File: config.mk
export PLATFORM = sky130hd
export DESIGN_NAME = iob_iob2wishbone
export DESIGN_NICKNAME = d
export VERILOG_FILES = /design/src/iob_wb_pkg.sv /design/src/iob_iob2wishbone.sv
export VERILOG_INCLUDE_DIRS = /design/src
export SDC_FILE = /design/constraint.sdc
export NUM_CORES = 1
export LEC_CHECK = 0
export BUFFER_PORTS_ARGS = -buffer_cell sky130_fd_sc_hd__buf_2
export CAP_MARGIN = 10
export CELL_PAD_IN_SITES_DETAIL_PLACEMENT = 0
export CELL_PAD_IN_SITES_GLOBAL_PLACEMENT = 1
export CORE_ASPECT_RATIO = 0.8
export CORE_MARGIN = 10
export CORE_UTILIZATION = 33
export CTS_BUF_LIST = sky130_fd_sc_hd__clkbuf_8
export DETAILED_ROUTE_END_ITERATION = 8
export GPL_ROUTABILITY_DRIVEN = 0
export PLACE_DENSITY = 0.75
export SLEW_MARGIN = 10
export SYNTH_ARGS = -nofsm -noshare
export SYNTH_HDL_FRONTEND = slang
export SYNTH_SLANG_ARGS = --single-unit
File: constraint.sdc
create_clock -name clk_i -period 0.89 [get_ports clk_i]
set_clock_uncertainty 0.2 [all_clocks]
set_input_delay 0 -clock clk_i [delete_from_list [all_inputs] [get_ports clk_i]]
set_output_delay 0 -clock clk_i [all_outputs]
set_load 0.1 [all_outputs]
File: src/iob_wb_macros.svh
`ifndef IOB_WB_MACROS_SVH
`define IOB_WB_MACROS_SVH

////////////////////////////////////////
// Bus widths
////////////////////////////////////////

`define IOB_WB_ADDR_W 32    // Byte address.
`define IOB_WB_DATA_W 32    // Strobe width is DATA_W/8.

////////////////////////////////////////
// Sizes and latency
////////////////////////////////////////

`define IOB_WB_CMD_DEPTH 4  // Command queue entries.

// Word RAM uses address bits 9 down to 2.
`define IOB_WB_RAM_WORDS 256

`define IOB_WB_WAIT 1       // Wait states before ack.

`endif

File: src/iob_wb_pkg.sv
`include "iob_wb_macros.svh"

package iob_wb_pkg;

   // IOb request, a zero wstrb marks a read.
   typedef struct packed {
      logic [`IOB_WB_ADDR_W-1:0]   addr;
      logic [`IOB_WB_DATA_W-1:0]   wdata;
      logic [`IOB_WB_DATA_W/8-1:0] wstrb;
   } iob_req_t;

   typedef struct packed {
      logic                      rvalid;
      logic [`IOB_WB_DATA_W-1:0] rdata;
      logic                      ready;
   } iob_rsp_t;

   // Wishbone master outputs.
   typedef struct packed {
      logic [`IOB_WB_ADDR_W-1:0]   addr;
      logic [`IOB_WB_DATA_W/8-1:0] sel;
      logic                        we;
      logic                        cyc;
      logic                        stb;
      logic [`IOB_WB_DATA_W-1:0]   data;
   } wb_req_t;

   typedef struct packed {
      logic                      ack;
      logic [`IOB_WB_DATA_W-1:0] data;
   } wb_rsp_t;

endpackage

File: src/iob_iob2wishbone.sv
`timescale 1ns/1ps

`include "iob_wb_macros.svh"

module iob_iob2wishbone (
   input  logic                 clk_i,
   input  logic                 reset_i,
   // IOb interface.
   input  logic                 iob_avalid_i,
   input  iob_wb_pkg::iob_req_t iob_req_i,
   output iob_wb_pkg::iob_rsp_t iob_rsp_o,
   // Wishbone interface.
   output iob_wb_pkg::wb_req_t  wb_req_o,
   input  iob_wb_pkg::wb_rsp_t  wb_rsp_i
);
   import iob_wb_pkg::*;

   localparam int DATA_W = `IOB_WB_DATA_W;
   localparam int STRB_W = DATA_W / 8;
   localparam int OFF_W  = $clog2(STRB_W);

   // Full-word read mask.
   localparam logic [STRB_W:0] RB_MASK = {1'b0, {STRB_W{1'b1}}};

   wb_req_t           new_req;
   wb_req_t           held_q;
   logic              ack_q;
   logic [DATA_W-1:0] rdata_q;

   ////////////////////////////////////////
   // Request path
   ////////////////////////////////////////

   always_comb begin
      new_req.addr = iob_req_i.addr;
      new_req.data = iob_req_i.wdata;
      new_req.we   = |iob_req_i.wstrb;
      new_req.sel  = new_req.we ? iob_req_i.wstrb :
                     STRB_W'(RB_MASK << iob_req_i.addr[OFF_W-1:0]);
      new_req.cyc  = 1'b1;
      new_req.stb  = 1'b1;
   end

   // New request passes through, the held copy covers the rest of the cycle.
   assign wb_req_o = iob_avalid_i ? new_req : held_q;

   always_ff @(posedge clk_i) begin
      if (reset_i || wb_rsp_i.ack) begin
         held_q.cyc <= 1'b0;
         held_q.stb <= 1'b0;
      end else if (iob_avalid_i) begin
         held_q.cyc <= 1'b1;
         held_q.stb <= 1'b1;
      end
      if (iob_avalid_i) begin
         held_q.addr <= new_req.addr;
         held_q.sel  <= new_req.sel;
         held_q.we   <= new_req.we;
         held_q.data <= new_req.data;
      end
   end

   ////////////////////////////////////////
   // Response path
   ////////////////////////////////////////

   always_ff @(posedge clk_i) begin
      if (reset_i) begin
         ack_q <= 1'b0;
      end else begin
         ack_q <= wb_rsp_i.ack;
      end
      rdata_q <= wb_rsp_i.data;
   end

   always_comb begin
      iob_rsp_o.rvalid = ack_q & ~held_q.we;  // Reads only.
      iob_rsp_o.rdata  = wb_rsp_i.ack ? wb_rsp_i.data : rdata_q;
      iob_rsp_o.ready  = ~held_q.cyc | ack_q;
   end

   ////////////////////////////////////////
   // Checks
   ////////////////////////////////////////

   ack_needs_cyc_a : assert property (
      @(posedge clk_i) disable iff (reset_i)
      wb_rsp_i.ack |-> wb_req_o.cyc
   ) else $error("Wishbone ack outside a cycle");

   // Master must not disturb an open cycle before its ack.
   req_stable_a : assert property (
      @(posedge clk_i) disable iff (reset_i)
      (wb_req_o.cyc && !wb_rsp_i.ack) |=> $stable(wb_req_o)
   ) else $error("Wishbone request changed during cycle");

endmodule

==> flow_metrics.tcl <==
set metrics [dict create \
    status "finished, violations left" \
    violations "negative hold slack, negative setup slack" \
    cts.htree.levels 3 \
    via_per_inst 4.50 \
    rsz0062_at_grt "true" \
    worstSetupPathType "reg2out" \
    multi_input_area_sq_um 1700 \
    cp_max_fo 1 \
    initialDrtViolationCount 75 \
    clockBufferDepth 2 \
    yosys_warnings 0 \
    setup_ws_ns -0.593 \
    synth_compound_area_share_pct 1.20 \
    synth_top_family_by_area "multiplexers" \
    cp_data_arrival_time_ns 1.28 \
    grt_use_total_pct 15.6 \
    drc 0 \
    globalRouteMet3Util_pct 8.26 \
    grt_pass1_vias 3774 \
    worstHoldPathType "in2reg" \
    die_area_sq_um 17200 \
    finalPower_w 0.0155 \
    tightest_slew_ns 0.388 \
    wirelength_mm 13.7 \
    cp_slowest_cell "edfxtp_1" \
    layout_common_cells "108 x buf_12, 102 x buf_2, 95 x mux2_4, 95 x dlygate4sd3_1, 69 x edfxtp_1" \
    hold_ws_ns -0.302 \
    maxCapViolCount 0 \
    cp_cell_sequence "mux2i_2, o41ai_4, buf_12" \
    dp_worst_setup_slack_ns -0.505 \
    nFillCells 724 \
    seqCellArea_sq_um 2750 \
    synth_top_area_share_pct 50.8 \
    cp_top_family "flip-flops" \
    core_sq_um 12200 \
    fin_crit_ns 1.48 \
    ios 209 \
    die_y_microns 119 \
    yosys.area.top_type "edfxtp_1" \
    met1_usage_pct 16.9 \
    die_w_microns 144 \
    numClockSinks 103 \
    powerDensity_nw_per_um2 1770 \
    syn_area_sq_um 4080 \
    synth_seq_cells 103 \
    synth_xor_area_share_pct 0 \
    synth.area.top_cells "edfxtp_1 51%, mux2_2 21%, dfxtp_1 17%, mux2_1 5.5%, buf_2 1.2%" \
    finalCritPeriodShare_pct 167 \
    hold_violations 30 \
    layout-drive-gt1-share_pct 64.7 \
    max_freq_mhz 674 \
    synth_fa_ha_area_share_pct 0 \
    clk-insertion-delay-late_ns 0.36 \
    cp_data_required_time_ns 0.69 \
    synth_edf_count 69 \
    cp-end-kind "output pin" \
    busiest_layer "met2" \
    diodes 0 \
    max_stage_delay_ns 0.39 \
    synthMuxAreaShare_pct 27.1 \
    hold_buffers 96 \
    grt_use_met2_pct 26.2 \
    peakVddDrop_mv 1.18 \
    setup_viol_count_final 107 \
    clockRootBuffer "clkbuf_8" \
    synthFlopType "edfxtp_1" \
    dpl.hpwl_mm 9.97 \
    leakagePower_nw 3.96 \
    vias 3309 \
    final_nets 682 \
    ant_nets 0 \
    cts_tree "done" \
    postSynthAreaPerCell_sq_um 17.2 \
    crit_path_start_kind "flop" \
    start_util_pct 33.6 \
    grt_pass1_wl_mm 21.1 \
    rows 36 \
    portBuffers 208 \
    layout_commonest_cell "buf_12" \
    slew_viol_final 0 \
    wl_per_cell_microns 18.6 \
    cts_buffers 9 \
    synthCells 238 \
    synth_cell_types 28 \
    synth-async-reset-ratio_pct 0 \
    syn-num-nets 342 \
    path_clk_slew_ns 0.09 \
    fin_tns_setup_ns -50.75 \
    synth-simple-area-share_pct 2.33 \
    crit_buf_inv 1 \
    overflow 0 \
    relSlewSlack_pct 74.1 \
    grt_max_degree 22 \
    area.growth.synth_to_final_pct 115 \
    seq_area_frac_synth_pct 67.4 \
    firstDrtPassIters 4 \
    antenna_found_initial 0 \
]
[metrics by stage]
stage                     util (%)  hold slack [ns]  cells  cell area, sq um
final                         72.3           -0.302    735              8790
after global routing          72.3           -0.316    735              8790
after CTS                     72.1           -0.327    735              8770
after detailed placement      61.3          -0.0816    623              7460
after global placement        61.3          -0.0837    623              7460
after floorplan                  -           -0.172    238              4620
[layer usage]
layer	vias to the layer above	routed length, microns
li1	1577	-
met1	1577	5240
met2	145	6700
met3	10	1590
met4	0	141
met5	-	0
[cells in the mapped netlist, drive strengths merged, types with 2 or more instances]
| library cell | instances |
|---|---|
| mux2 | 97 |
| edfxtp | 69 |
| inv | 3 |
| buf | 12 |
| nor2b | 2 |
| dfxtp | 34 |
| nand2b | 2 |
| or4 | 2 |
| or2 | 4 |
[what timing repair did]
action / in CTS / in global routing
setup endpoints to repair: 106 / 108
buffers inserted: 0 / 0
endpoints found under the hold margin: 130 / 32
pin swaps: 0 / 1
gates resized for setup: 38 / 6
[sequential cells by signal, indices dropped and copies added, names as in the netlist]
| signal | count |
|---|---|
| ack_q | 1 |
| held_q | 70 |
| rdata_q | 32 |
[power by group]
group | total (W) | switching, W | leakage (nW) | internal, W
Combinational | 0.00682 | 0.00407 | 2.88 | 0.00276
Sequential | 0.00556 | 0.000101 | 0.963 | 0.00546
Clock | 0.00314 | 0.00161 | 0.117 | 0.00152
Total | 0.0155 | 0.00578 | 3.96 | 0.00974
[layout make-up]
type                       count  share of cell area (%)
multi-input combinational    119                    19.3
inverter                       3                   0.128
tap                          152                    2.16
sequential                   103                    31.3
clock inverter                 6                   0.854
timing repair buffer         342                    44.6
clock buffer                  10                    1.57
[cells by family (layout without fill, tap and decap cells)]
group / Yosys count / in the layout
DFF: 103 / 103
muxes: 98 / 98
buffers and inverters: 16 / 361
and+or+nand+nor: 15 / 15
AOI/OAI and AO/OA: 6 / 6
[path summary, 6_finish.rpt]
kind | startpoint | to | slack [ns] | depth (start not counted)
min reg2reg | held_q[32]$_SDFFE_PP0P_ | held_q[32]$_SDFFE_PP0P_ | 0.50 | 2
max reg2reg | held_q[32]$_SDFFE_PP0P_ | held_q[32]$_SDFFE_PP0P_ | -0.14 | 2
min | iob_req_i[37] | held_q[40]$_DFFE_PP_ | -0.30 | 1
max | held_q[35]$_DFFE_PP_ | wb_req_o[35] | -0.59 | 3
Power figures use the tool's default switching activity.
