### src/iob_wb_macros.svh
`ifndef IOB_WB_MACROS_SVH
`define IOB_WB_MACROS_SVH

////////////////////////////////////////
// Bus widths
////////////////////////////////////////

`define IOB_WB_ADDR_W 32    // Byte address.
`define IOB_WB_DATA_W 32    // Strobe width is DATA_W/8.

////////////////////////////////////////
// Sizes and latency
////////////////////////////////////////

`define IOB_WB_CMD_DEPTH 4  // Command queue entries.

// Word RAM uses address bits 9 down to 2.
`define IOB_WB_RAM_WORDS 256

`define IOB_WB_WAIT 1       // Wait states before ack.

`endif

### src/iob_wb_pkg.sv
`include "iob_wb_macros.svh"

package iob_wb_pkg;

   // IOb request, a zero wstrb marks a read.
   typedef struct packed {
      logic [`IOB_WB_ADDR_W-1:0]   addr;
      logic [`IOB_WB_DATA_W-1:0]   wdata;
      logic [`IOB_WB_DATA_W/8-1:0] wstrb;
   } iob_req_t;

   typedef struct packed {
      logic                      rvalid;
      logic [`IOB_WB_DATA_W-1:0] rdata;
      logic                      ready;
   } iob_rsp_t;

   // Wishbone master outputs.
   typedef struct packed {
      logic [`IOB_WB_ADDR_W-1:0]   addr;
      logic [`IOB_WB_DATA_W/8-1:0] sel;
      logic                        we;
      logic                        cyc;
      logic                        stb;
      logic [`IOB_WB_DATA_W-1:0]   data;
   } wb_req_t;

   typedef struct packed {
      logic                      ack;
      logic [`IOB_WB_DATA_W-1:0] data;
   } wb_rsp_t;

endpackage

### src/iob_cmd_issuer.sv
`timescale 1ns/1ps

`include "iob_wb_macros.svh"

module iob_cmd_issuer (
   input  logic                 clk_i,
   input  logic                 reset_i,
   // External command strobe.
   input  logic                 cmd_valid_i,
   input  iob_wb_pkg::iob_req_t cmd_i,
   // IOb request port.
   input  logic                 iob_ready_i,
   output logic                 iob_avalid_o,
   output iob_wb_pkg::iob_req_t iob_req_o,
   output logic                 overflow_o
);
   import iob_wb_pkg::*;

   localparam int DEPTH = `IOB_WB_CMD_DEPTH;
   localparam int PTR_W = $clog2(DEPTH);
   localparam int CNT_W = $clog2(DEPTH + 1);

   iob_req_t         queue_q [DEPTH];
   logic [PTR_W-1:0] wr_ptr_q;
   logic [PTR_W-1:0] rd_ptr_q;
   logic [CNT_W-1:0] count_q;
   logic             overflow_q;
   logic             full;
   logic             empty;
   logic             push;
   logic             pop;

   assign full  = (count_q == CNT_W'(DEPTH));
   assign empty = (count_q == '0);
   assign push  = cmd_valid_i && !full;
   assign pop   = !empty && iob_ready_i;  // Issue and pop together.

   assign iob_avalid_o = pop;
   assign iob_req_o    = queue_q[rd_ptr_q];
   assign overflow_o   = overflow_q;

   ////////////////////////////////////////
   // Queue control
   ////////////////////////////////////////

   always_ff @(posedge clk_i) begin
      if (reset_i) begin
         wr_ptr_q   <= '0;
         rd_ptr_q   <= '0;
         count_q    <= '0;
         overflow_q <= 1'b0;
      end else begin
         if (push) begin
            wr_ptr_q <= (wr_ptr_q == PTR_W'(DEPTH - 1)) ? '0 : wr_ptr_q + 1'b1;
         end
         if (pop) begin
            rd_ptr_q <= (rd_ptr_q == PTR_W'(DEPTH - 1)) ? '0 : rd_ptr_q + 1'b1;
         end
         case ({push, pop})
            2'b10:   count_q <= count_q + 1'b1;
            2'b01:   count_q <= count_q - 1'b1;
            default: count_q <= count_q;
         endcase
         if (cmd_valid_i && full) begin
            overflow_q <= 1'b1;  // Sticky until reset.
         end
      end
   end

   // Entry storage.
   always_ff @(posedge clk_i) begin
      if (push) begin
         queue_q[wr_ptr_q] <= cmd_i;
      end
   end

   ////////////////////////////////////////
   // Checks
   ////////////////////////////////////////

   // Bridge turns busy once a request is accepted.
   avalid_handshake_a : assert property (
      @(posedge clk_i) disable iff (reset_i)
      iob_avalid_o |=> !iob_ready_i
   ) else $error("ready still high after a request was accepted");

endmodule

### config.mk
export PLATFORM = sky130hd
export DESIGN_NAME = iob_cmd_issuer
export DESIGN_NICKNAME = d
export VERILOG_FILES = /design/src/iob_wb_pkg.sv /design/src/iob_cmd_issuer.sv
export VERILOG_INCLUDE_DIRS = /design/src
export SDC_FILE = /design/constraint.sdc
export NUM_CORES = 1
export LEC_CHECK = 0
export ABC_AREA = 1
export BUFFER_PORTS_ARGS = -buffer_cell sky130_fd_sc_hd__buf_2
export CORE_AREA = 2 2 191 193
export CTS_BUF_LIST = sky130_fd_sc_hd__clkbuf_16
export DETAILED_ROUTE_END_ITERATION = 10
export DIE_AREA = 0 0 193 195
export SLEW_MARGIN = 20
export SYNTH_ARGS = -nofsm -noshare
export SYNTH_HDL_FRONTEND = slang
export SYNTH_SLANG_ARGS = --single-unit
### constraint.sdc
create_clock -name clk_i -period 5.46 [get_ports clk_i]
set_input_delay 0.273 -clock clk_i [delete_from_list [all_inputs] [get_ports clk_i]]
set_output_delay 0.273 -clock clk_i [all_outputs]
set_load 0.1 [all_outputs]
==> results by group, run 1 <==
Status
  • Status: finished, final reports clean

Placed design
  • Post-DP HPWL: 13.1 mm
  • Gpl congestion: 0.688
  • PortBufs: 141

Drt
  • 1st-iter DRT viols: around 420
  • Via count of the routed design: 6601
  • Max layer used: met4
  • Metal3 WL: ~1.5 mm
  • WL per Instance: 16.7 um
  • Total wire length: 23.8 mm
  • Post-DRT Antenna Nets: 0
  • Met2 WL post-DR: 10.7 mm
  • Pre-antenna DRT Iters: 4
  • Residual DRC: 0
  • M1 wire length: about 11 mm
  • Routed vias/inst: 4.64

Run
  • Max cap viols: 0

Logic synthesis
  • Yosys cell types: 21
  • Top FF cell, synth: edfxtp_1
  • Sequential share of the synthesized area: approximately four fifths
  • Avg Inst Size Synth: 14.5 um^2
  • Async S/R FF share, synth: 0%
  • Area contributors post-synth: edfxtp_1 77%, o21ai_0 6.3%, nor2_1 5.3%
  • Synth top area share: approximately 77%
  • Synth cell count leaders: 272 x edfxtp_1, 150 x nor2_1, 133 x o21ai_0
  • Mapped Cells: 731
  • Cell with the most instances after synthesis: edfxtp_1
  • Yosys warnings: 0
  • Yosys top cell by area: edfxtp_1
  • Register bit total from synthesis: roughly 280
  • Synth Net Count: between 800 and 900
  • Area of the mapped netlist: around 0.011 mm^2
  • EDFF count, synth: 272

STA
  • Period utilisation layout: 60.9%
  • Relative slew slack: 30.4%
  • Setup TNS: 0 ns
  • Achievable clock frequency: between 300 and 400 MHz
  • Clock skew: 0.00873 ns
  • RSZ-0062 raised after global routing: false
  • Fin. Hold Viols: 0
  • Slew @ Worst Pin: 1.04 ns
  • Final Max Slew Viols: 0
  • Min Tclk post-route: 3.33 ns
  • Final setup fails: 0

Die
  • Die X: 193 um
  • CORE AREA: 0.0354 mm^2
  • Top-level port count: between 100 and 150
  • Die Y: between 150 and 200 um
  • Starting Density: 29.9%
  • Area of the die: 0.0376 mm^2
  • Row count: 69

Final layout
  • Share of layout cells above drive strength 1: 20.6%
  • Synth-to-Final Area Change: 25.6%
  • Nets@finish: 1017
  • FILL cells: 3394

Setup path
  • Crit Path Class: reg2out
  • Bufs and invs on worst path: 2
  • CP endpoint kind: output port
  • Crit path cell chain: buf_4 -> o21ai_0 -> o22ai_1 -> buf_2
  • Max incr delay on CP: 0.84 ns
  • Worst path top cell family by delay: buffers and inverters
  • Worst path required time: 5.19 ns
  • CP max-delay cell: buf_4
  • Startpoint Class: flip-flop
  • CP Data Arrival Time: 3.05 ns
  • Worst Path Max Fanout: 100

Global route
  • GRT Total Usage: between 10% and 20%
  • Grt ovf: 0
  • Vias in the first global route: 6434
  • Initial antenna violation count: 1
  • First-pass GRT wire length: approximately 36 mm
  • Largest net degree at the start of global routing: between 100 and 150

Clock tree
  • CTS sink count: around 280
  • Total CTS buffers: 30
  • Clock Path Buffers: 3
  • Hold buffers post-CTS: between 60 and 70
  • Cts repair resizes: 0
  • H-Tree Depth: 1
  • Reg clk slew, reported paths: about 0.060 ns
  • Postcts setup bufs: 0
  • Worst skew pair latency: 0.55 ns
  • Root Buffer: clkbuf_16
  • CTS tree: built

Min path
  • Worst Hold Class: in2reg
==> layout by cell type (no fill, tap or decap), drive strengths merged <==
master / instances
a21oi: 5
buf: 149
bufinv: 1
clkbuf: 30
clkinv: 16
dfxtp: 10
diode: 1
dlygate4sd3: 69
edfxtp: 272
fa: 1
ha: 6
inv: 27
nand2: 14
nand3: 2
nand3b: 2
nand4: 1
nor2: 150
o21ai: 138
o22ai: 68
==> per-stage QoR <==
| step | area [um^2] | worst slack (ns) | hold slack [ns] | std cells | util, % |
|---|---|---|---|---|---|
| after floorplan | 10600 | 1.50 | 0.342 | 731 | - |
| after global placement | 11700 | 2.68 | 0.433 | 1298 | 33.1 |
| after detailed placement | 11700 | 2.68 | 0.437 | 1298 | 33.1 |
| after CTS | 13300 | 2.09 | 0.0163 | 1422 | 37.6 |
| after global routing | 13300 | 1.88 | 0.0263 | 1423 | 37.6 |
| final | 13300 | 2.13 | 0.0412 | 1423 | 37.6 |
==> worst reg2reg max path: stages (launching register included) <==
cell	delay, ns
dfxtp_1	0.35
nor2_1	0.08
nand2_1	0.10
nand2_1	0.29
nor2_4	0.60
buf_4	0.78
==> path summary, 6_finish.rpt <==
kind	to	slack [ns]	from	cells past startpoint
hold reg to reg	overflow_o	0.44	overflow_o	2
setup / recovery	iob_req_o[5]	2.13	flip-flop	4
hold / removal	wr_ptr_q[1]	0.04	cmd_valid_i	3
setup reg to reg	queue_q[3][8]	2.86	count_q[1]	5
==> registers in the layout, indices dropped and copies added, names as in the netlist, named ones only <==
name,cells
overflow_o,1
rd_ptr_q,2
count_q,3
wr_ptr_q,2
queue_q,272
==> cell type report <==
cell class	instances	area, um^2	share of cell area, %
well taps	461	577	4.34
repair buffers	218	1460	11.0
diodes	1	2.50	0.0188
inverters	19	76.3	0.574
multi-input cells	387	1910	14.4
flip-flops and latches	282	8370	63.0
clock buffers	30	751	5.65
clock inverters	25	148	1.11
==> metal layers <==
layer  up-vias  global-route usage [%]
li1       3155                       -
met2       188                    19.2
met1      3221                    17.3
met3        37                    2.84
met4         0                    3.56
met5         -                       0
==> logic make-up after synthesis <==
family                   Yosys count  share of synthesized area (%)
flip-flops                       282                           79.0
adder cells (fa/ha/maj)            7                          0.898
AND/OR/NAND/NOR                  169                           6.11
AO/OA/AOI/OAI                    211                           10.8
buffers and inverters             62                           3.20
Power of run 1 is not shown: default switching activity piles up to over one toggle a cycle in this logic, so the estimate is an artifact.
==> run 2: changes to the inputs <==
==> constraint.sdc (replaced) <==
create_clock -name clk_i -period 2.7 [get_ports clk_i]
set_input_delay 0.135 -clock clk_i [delete_from_list [all_inputs] [get_ports clk_i]]
set_output_delay 0.135 -clock clk_i [all_outputs]
set_load 0.1 [all_outputs]
==> results by group, run 2 (same netlist as run 1, synthesis figures left out) <==
Final layout
  • Synth-to-Final Area Change: 35.9%
  • Max FFs per register: 272 (unchanged)
  • Nets@finish: 1029 (+1.2%)
  • Most frequent cells in the layout: 272 x edfxtp_1, 146 x nor2_1, 133 x o21ai_0, 73 x buf_2, 72 x dlygate4sd3_1
  • Commonest non-fill, non-tap cell in the layout: edfxtp_1
  • Biggest regs: queue_q x272, count_q x3
  • Number of diodes: 0 (-1)
  • Share of layout cells above drive strength 1: 20.8% (+0.24 points)
  • Reg with most FFs: queue_q

Clock tree
  • Worst skew pair latency: 0.54 ns (about the same)
  • H-Tree Depth: 1 (unchanged)
  • Root Buffer: clkbuf_16
  • Total CTS buffers: 29 (-3.3%)
  • Reg clk slew, reported paths: 0.06 ns (about the same)
  • Clock Path Buffers: 3 (unchanged)
  • CTS tree: built
  • CTS sink count: 282 (unchanged)

Setup path
  • Crit. path cell count: 5 (+1)
  • Crit path cell chain: inv_6 -> buf_4 -> o21ai_0 -> o22ai_1 -> buf_12
  • Startpoint Class: flip-flop
  • Reg2Reg Depth: 12 (+7)
  • CP endpoint kind: output port
  • Bufs and invs on worst path: 3 (+1)
  • Worst Path Max Fanout: 62 (-38%)
  • CP Data Arrival Time: 2.38 ns (-0.67 ns)
  • Max incr delay on CP: 0.41 ns (-0.43 ns)
  • CP max-delay cell: dfxtp_4
  • Worst path top cell family by delay: buffers and inverters
  • Worst path required time: 2.57 ns (-2.62 ns)
  • Crit Path Class: reg2out

Die
  • Die Y: 195 um (unchanged)
  • Row count: 69 (unchanged)
  • Area of the die: 0.0376 mm^2 (unchanged)
  • Top-level port count: 142 (unchanged)
  • CORE AREA: 0.0354 mm^2 (unchanged)
  • Die X: 193 um (unchanged)
  • Starting Density: 29.9% (unchanged)

Global route
  • Grt ovf: 0 (unchanged)
  • First-pass GRT wire length: 36.5 mm (+1.5%)
  • Initial antenna violation count: 0 (-1)
  • Vias in the first global route: 6600 (+2.6%)
  • Largest net degree at the start of global routing: 64 (-53%)
  • GRT Total Usage: 12.3% (about the same)

STA
  • Clock skew: 0.00694 ns (-0.00179 ns)
  • Final setup fails: 0 (unchanged)
  • Min Tclk post-route: 2.52 ns
  • Slew @ Worst Pin: 0.629 ns (-0.415 ns)
  • Achievable clock frequency: 397 MHz
  • Period utilisation layout: 93.3%
  • Fin. Hold Viols: 0 (unchanged)
  • Relative slew slack: 58.0% (+28 points)
  • Final WS setup: 0.182 ns (-1.95 ns)
  • Final Max Slew Viols: 0 (unchanged)
  • RSZ-0062 raised after global routing: false

Drt
  • Post-DRT Antenna Nets: 0 (unchanged)
  • Residual DRC: 0 (unchanged)
  • WL per Instance: 16.5 um (-1.6%)
  • Pre-antenna DRT Iters: 5 (+1)
  • 1st-iter DRT viols: 389 (-6.9%)
  • Via count of the routed design: 6578 (-0.35%)
  • Total wire length: 23.6 mm (-1.1%)
  • Routed vias/inst: 4.60 (-0.84%)

Placed design
  • Post-DP HPWL: 13.5 mm (+2.6%)
  • PortBufs: 141 (unchanged)
  • Gpl congestion: 0.715 (+3.9%)
  • DP Worst Slack: 0.588 ns (-2.09 ns)

Min path
  • WHS Path Cells: 2 (-1)
  • Worst Hold Class: in2reg

Run
  • Max cap viols: 0 (unchanged)

Status
  • Status: finished, final reports clean
run 2: stage by stage:
| stage | instances | hold WS [ns] | setup TNS, ns | cell area [um^2] | utilization (%) |
|---|---|---|---|---|---|
| after floorplan | 731 | 0.204 | -45.67 | 10600 | - |
| after global placement | 1308 | 0.306 | 0 | 12800 | 36.2 |
| after detailed placement | 1308 | 0.310 | 0 | 12800 | 36.2 |
| after CTS | 1430 | 0.306 | 0 | 14400 | 40.7 |
| after global routing | 1430 | 0.324 | 0 | 14400 | 40.7 |
| final | 1430 | 0.339 | 0 | 14400 | 40.7 |
run 2: what timing repair did:
item / 4_1_cts / 5_1_grt
buffers inserted: 0 / 0
hold buffers: 72 / 0
setup endpoints to repair: 0 / 1
gates resized for setup: 0 / 1
endpoints found under the hold margin: 282 / 0
run 2: area by class of cell:
type | count | area [um^2]
fill | 3268 | 21000
timing repair buffer | 231 | 2610
tap | 461 | 577
sequential | 282 | 8370
clock inverter | 21 | 119
clock buffer | 29 | 726
inverter | 19 | 76.3
multi-input combinational | 387 | 1910
run 2: worst reg2reg max path, cell delays in order (launching register included):
cell and delay (ns):
dfxtp_1 0.32, nor2_1 0.17, nand2_1 0.12, nand2_1 0.38, ha_1 0.26, inv_1 0.07
fa_1 0.39, inv_1 0.06, nand2_1 0.06, nand3_1 0.07, nand2_1 0.05, inv_1 0.05
nor2_1 0.04
run 2: worst paths after layout:
check,start,to,slack (ns)
setup / recovery,flip-flop,iob_req_o[36],0.18
hold / removal,cmd_i[12],queue_q[0][12],0.34
setup reg to reg,count_q[1],count_q[2],0.57
hold reg to reg,rd_ptr_q[1],flip-flop,0.53
run 2: routing by layer:
metal  up-vias  track usage, %  part of all wire [%]
met1      3236            16.3                    45
met3        32            2.50                   4.9
met2       137            20.8                    49
met5         -               0                     0
li1       3173               -                     -
met4         0            2.92                   1.4
Power of run 2 is left out for the same reason.
==> run 3: changes to the inputs <==
--- a/config.mk
+++ b/config.mk
@@ -6,12 +6,11 @@
 export SDC_FILE = /design/constraint.sdc
 export NUM_CORES = 1
 export LEC_CHECK = 0
-export ABC_AREA = 1
-export BUFFER_PORTS_ARGS = -buffer_cell sky130_fd_sc_hd__buf_2
-export CORE_AREA = 2 2 191 193
+export CORE_AREA = 2 2 189 191
 export CTS_BUF_LIST = sky130_fd_sc_hd__clkbuf_16
 export DETAILED_ROUTE_END_ITERATION = 10
-export DIE_AREA = 0 0 193 195
+export DIE_AREA = 0 0 191 193
+export DONT_BUFFER_PORTS = 1
 export SLEW_MARGIN = 20
 export SYNTH_ARGS = -nofsm -noshare
 export SYNTH_HDL_FRONTEND = slang
==> results by group, run 3 <==
Setup path
  • CP Data Arrival Time: 2.29 ns (-0.09 ns)
  • Max incr delay on CP: 0.81 ns (+0.40 ns)
  • Worst path required time: 2.57 ns (about the same)
  • Reg2Reg Launch Point: count_q[2]
  • CP endpoint kind: output port
  • Reg2Reg Depth: 8 (-4)
  • Worst Path Max Fanout: 19 (-69%)
  • CP max-delay cell: mux4_2
  • Worst flop-to-flop path endpoint: count_q[2]
  • Reg2reg setup slack: 0.37 ns (-0.20 ns)
  • Crit Path Class: reg2out
  • Startpoint Class: flip-flop
  • Crit path cell chain: buf_4 -> mux4_2

Clock tree
  • Clock Path Buffers: 3 (unchanged)
  • CTS tree: built
  • Root Buffer: clkbuf_16
  • Postcts setup bufs: 0 (unchanged)
  • CTS sink count: 282 (unchanged)
  • Total CTS buffers: 29 (unchanged)
  • Reg clk slew, reported paths: 0.06 ns (about the same)
  • H-Tree Depth: 1 (unchanged)
  • Cts repair resizes: 0 (unchanged)
  • Worst skew pair latency: 0.55 ns (about the same)

STA
  • Fin. Hold Viols: 0 (unchanged)
  • Period utilisation layout: 89.7% (-3.6 points)
  • Clock skew: 0.0102 ns (+0.00324 ns)
  • Final setup fails: 0 (unchanged)
  • RSZ-0062 raised after global routing: false
  • Final WS setup: 0.279 ns (+0.0964 ns)
  • Final Max Slew Viols: 0 (unchanged)
  • Setup TNS: 0 ns (unchanged)
  • Slew @ Worst Pin: 0.571 ns (-0.0578 ns)
  • Relative slew slack: 61.6% (+3.5 points)
  • Min Tclk post-route: 2.42 ns (-0.0964 ns)
  • Achievable clock frequency: 413 MHz (+4.0%)
  • WHS: 0.0665 ns (-0.272 ns)

Die
  • Die X: 191 um (-1.0%)
  • Starting Density: 29.6% (-0.36 points)
  • Die Y: 193 um (-1.0%)
  • CORE AREA: 0.0350 mm^2 (-1.2%)
  • Top-level port count: 142 (unchanged)
  • Area of the die: 0.0369 mm^2 (-2.1%)
  • Row count: 69 (unchanged)

Global route
  • Grt ovf: 0 (unchanged)
  • First-pass GRT wire length: 29.6 mm (-19%)
  • GRT Total Usage: 10.8% (-1.5 points)
  • Vias in the first global route: 4931 (-25%)
  • Largest net degree at the start of global routing: 43 (-33%)
  • Initial antenna violation count: 2 (+2)

Logic synthesis
  • EDFF count, synth: 272 (unchanged)
  • Avg Inst Size Synth: 25.3 um^2 (+74%)
  • Sequential share of the synthesized area: 81.0% (+2.0 points)
  • Area of the mapped netlist: 0.0103 mm^2 (-2.4%)
  • Cell with the most instances after synthesis: edfxtp_1
  • Top FF cell, synth: edfxtp_1
  • Yosys warnings: 0 (unchanged)
  • Async S/R FF share, synth: 0% (unchanged)
  • Synth top area share: 79.0% (+1.9 points)
  • Mapped Cells: 409 (-44%)
  • Register bit total from synthesis: 282 (unchanged)
  • Synth Net Count: 488 (-40%)
  • Yosys cell types: 26 (+24%)
  • Yosys top cell by area: edfxtp_1
  • Area contributors post-synth: edfxtp_1 79%, mux4_2 15%, dfxtp_1 1.9%
  • Synth cell count leaders: 272 x edfxtp_1, 68 x mux4_2, 10 x dfxtp_1

Final layout
  • Final core occ: 36.2% (-4.5 points)
  • Biggest regs: queue_q x272, count_q x3
  • FILL cells: 3181 (-2.7%)
  • Most frequent cells in the layout: 272 x edfxtp_1, 71 x dlygate4sd3_1, 68 x mux4_2, 29 x clkbuf_16, 12 x inv_1
  • Max FFs per register: 272 (unchanged)
  • Commonest non-fill, non-tap cell in the layout: edfxtp_1
  • Nets@finish: 586 (-43%)
  • Fin area: 0.0126 mm^2 (-12%)
  • Reg with most FFs: queue_q
  • Synth-to-Final Area Change: 22.4%
  • Share of layout cells above drive strength 1: 24.7% (+3.9 points)

Run
  • Max cap viols: 0 (unchanged)

Placed design
  • Post-DP HPWL: 12.4 mm (-7.7%)
  • PortBufs: 0 (-100%)
  • Dpl cell area: 0.0110 mm^2 (-14%)
  • Gpl congestion: 0.687 (-3.9%)
  • DP Worst Slack: 0.415 ns (-0.173 ns)

Drt
  • WL per Instance: 20.3 um (+23%)
  • Total wire length: 20.1 mm (-15%)
  • Via count of the routed design: 4470 (-32%)
  • Post-DRT Antenna Nets: 0 (unchanged)
  • 1st-iter DRT viols: 265 (-32%)
  • Routed vias/inst: 4.51 (-2.0%)
  • Pre-antenna DRT Iters: 4 (-1)
  • Residual DRC: 0 (unchanged)

Power
  • Internal power: 8450 uW
  • Clock share of power: 27.2%
  • P_leak: between 0.003 and 0.004 uW
  • Worst VDD drop: slightly below 0.8 mV
  • Sw frac: 40.2%
  • Cell Pwr Density: 1120 mW/mm^2
  • Logic gate share of total power: 34.1%
  • Switching power total: 5680 uW
  • Sequential fraction of design power: 38.8%

Min path
  • Worst Hold Class: in2reg
  • WHS Path Cells: 1 (-1)
  • Endpoint, Worst Hold: queue_q[0][65]
  • Hold Startpoint: cmd_valid_i

Status
  • Status: finished, final reports clean
[run 3: cell types whose count changed in the layout (fill, tap and decap cells not counted), moves of 3 or more]
cell / change
and3_4: +4
buf_12: -62
buf_2: -73
buf_4: -10
clkinv_1: -3
inv_1: -12
mux4_2: +68
nand2_1: -12
nor2_1: -140
nor2_4: -4
o21ai_0: -131
o21ai_1: -5
o22ai_1: -68
[run 3: metal layers]
layer	vias up	routed length [um]	track usage, %
li1	1943	-	-
met4	2	420	3.58
met3	31	1420	2.91
met2	131	10600	19.7
met5	-	13	0
met1	2363	7690	12.3
[run 3: metrics by stage]
stage               total power [uW]  std cells
floorplan                       9850        409
global placement               10200        866
detailed placement             10300        866
CTS                            14300        991
global route                   14600        991
finish                         14100        992
[run 3: critical path: cells and delay by family, from the launching register on]
kind,cells,cell delay (ns)
flip-flops,1,0.62
multiplexers,1,0.81
buffers and inverters,1,0.30
[run 3: power by group through the flow]
stage                     registers [uW]  clock network (uW)  logic [uW]
after CTS                           5490                3960        4880
after global placement              5550                   0        4700
after floorplan                     5470                   0        4390
after global routing                5520                4130        4980
final                               5480                3840        4810
after detailed placement            5590                   0        4740
[run 3: final cells by class]
| type | instances | area, um^2 | share of cell area, % |
|---|---|---|---|
| multi-input combinational | 104 | 1820 | 14.4 |
| clock inverter | 25 | 215 | 1.70 |
| timing repair buffer | 84 | 908 | 7.18 |
| sequential | 282 | 8380 | 66.2 |
| tap | 461 | 577 | 4.56 |
| antenna | 1 | 2.50 | 0.0198 |
| clock buffer | 29 | 726 | 5.74 |
| inverter | 6 | 22.5 | 0.178 |
[run 3: kinds of logic (layout without fill, tap and decap cells)]
| kind of cell | Yosys count | after routing | synth area share, % |
|---|---|---|---|
| fa+ha+maj | 7 | 7 | 0.920 |
| compound gates | 8 | 8 | 0.484 |
| buf+inv | 23 | 144 | 1.57 |
| xor+xnor | 2 | 2 | 0.170 |
| mux | 70 | 70 | 15.0 |
| other cells | 0 | 1 | 0 |
| simple gates | 17 | 17 | 0.848 |
| flops | 282 | 282 | 81.0 |
[run 3: repair_timing]
item / 4_1_cts / 5_1_grt
hold buffers: 71 / 0
endpoints found under the hold margin: 282 / 0
endpoints found under the setup margin: 0 / 0
[run 3: worst max path at each step]
stage	start	to	slack (ns)	depth (start not counted)
2_1_floorplan	count_q[0]	queue_q[0][0]	0.07	2
3_3_place_gp	count_q[2]	count_q[2]	0.49	8
3_5_place_dp	count_q[2]	count_q[2]	0.41	8
4_1_cts	flip-flop	iob_req_o[48]	0.17	2
5_1_grt	flip-flop	iob_req_o[50]	0.14	2
6_report	flip-flop	iob_req_o[50]	0.28	2
(Power assumes the default switching activity.)
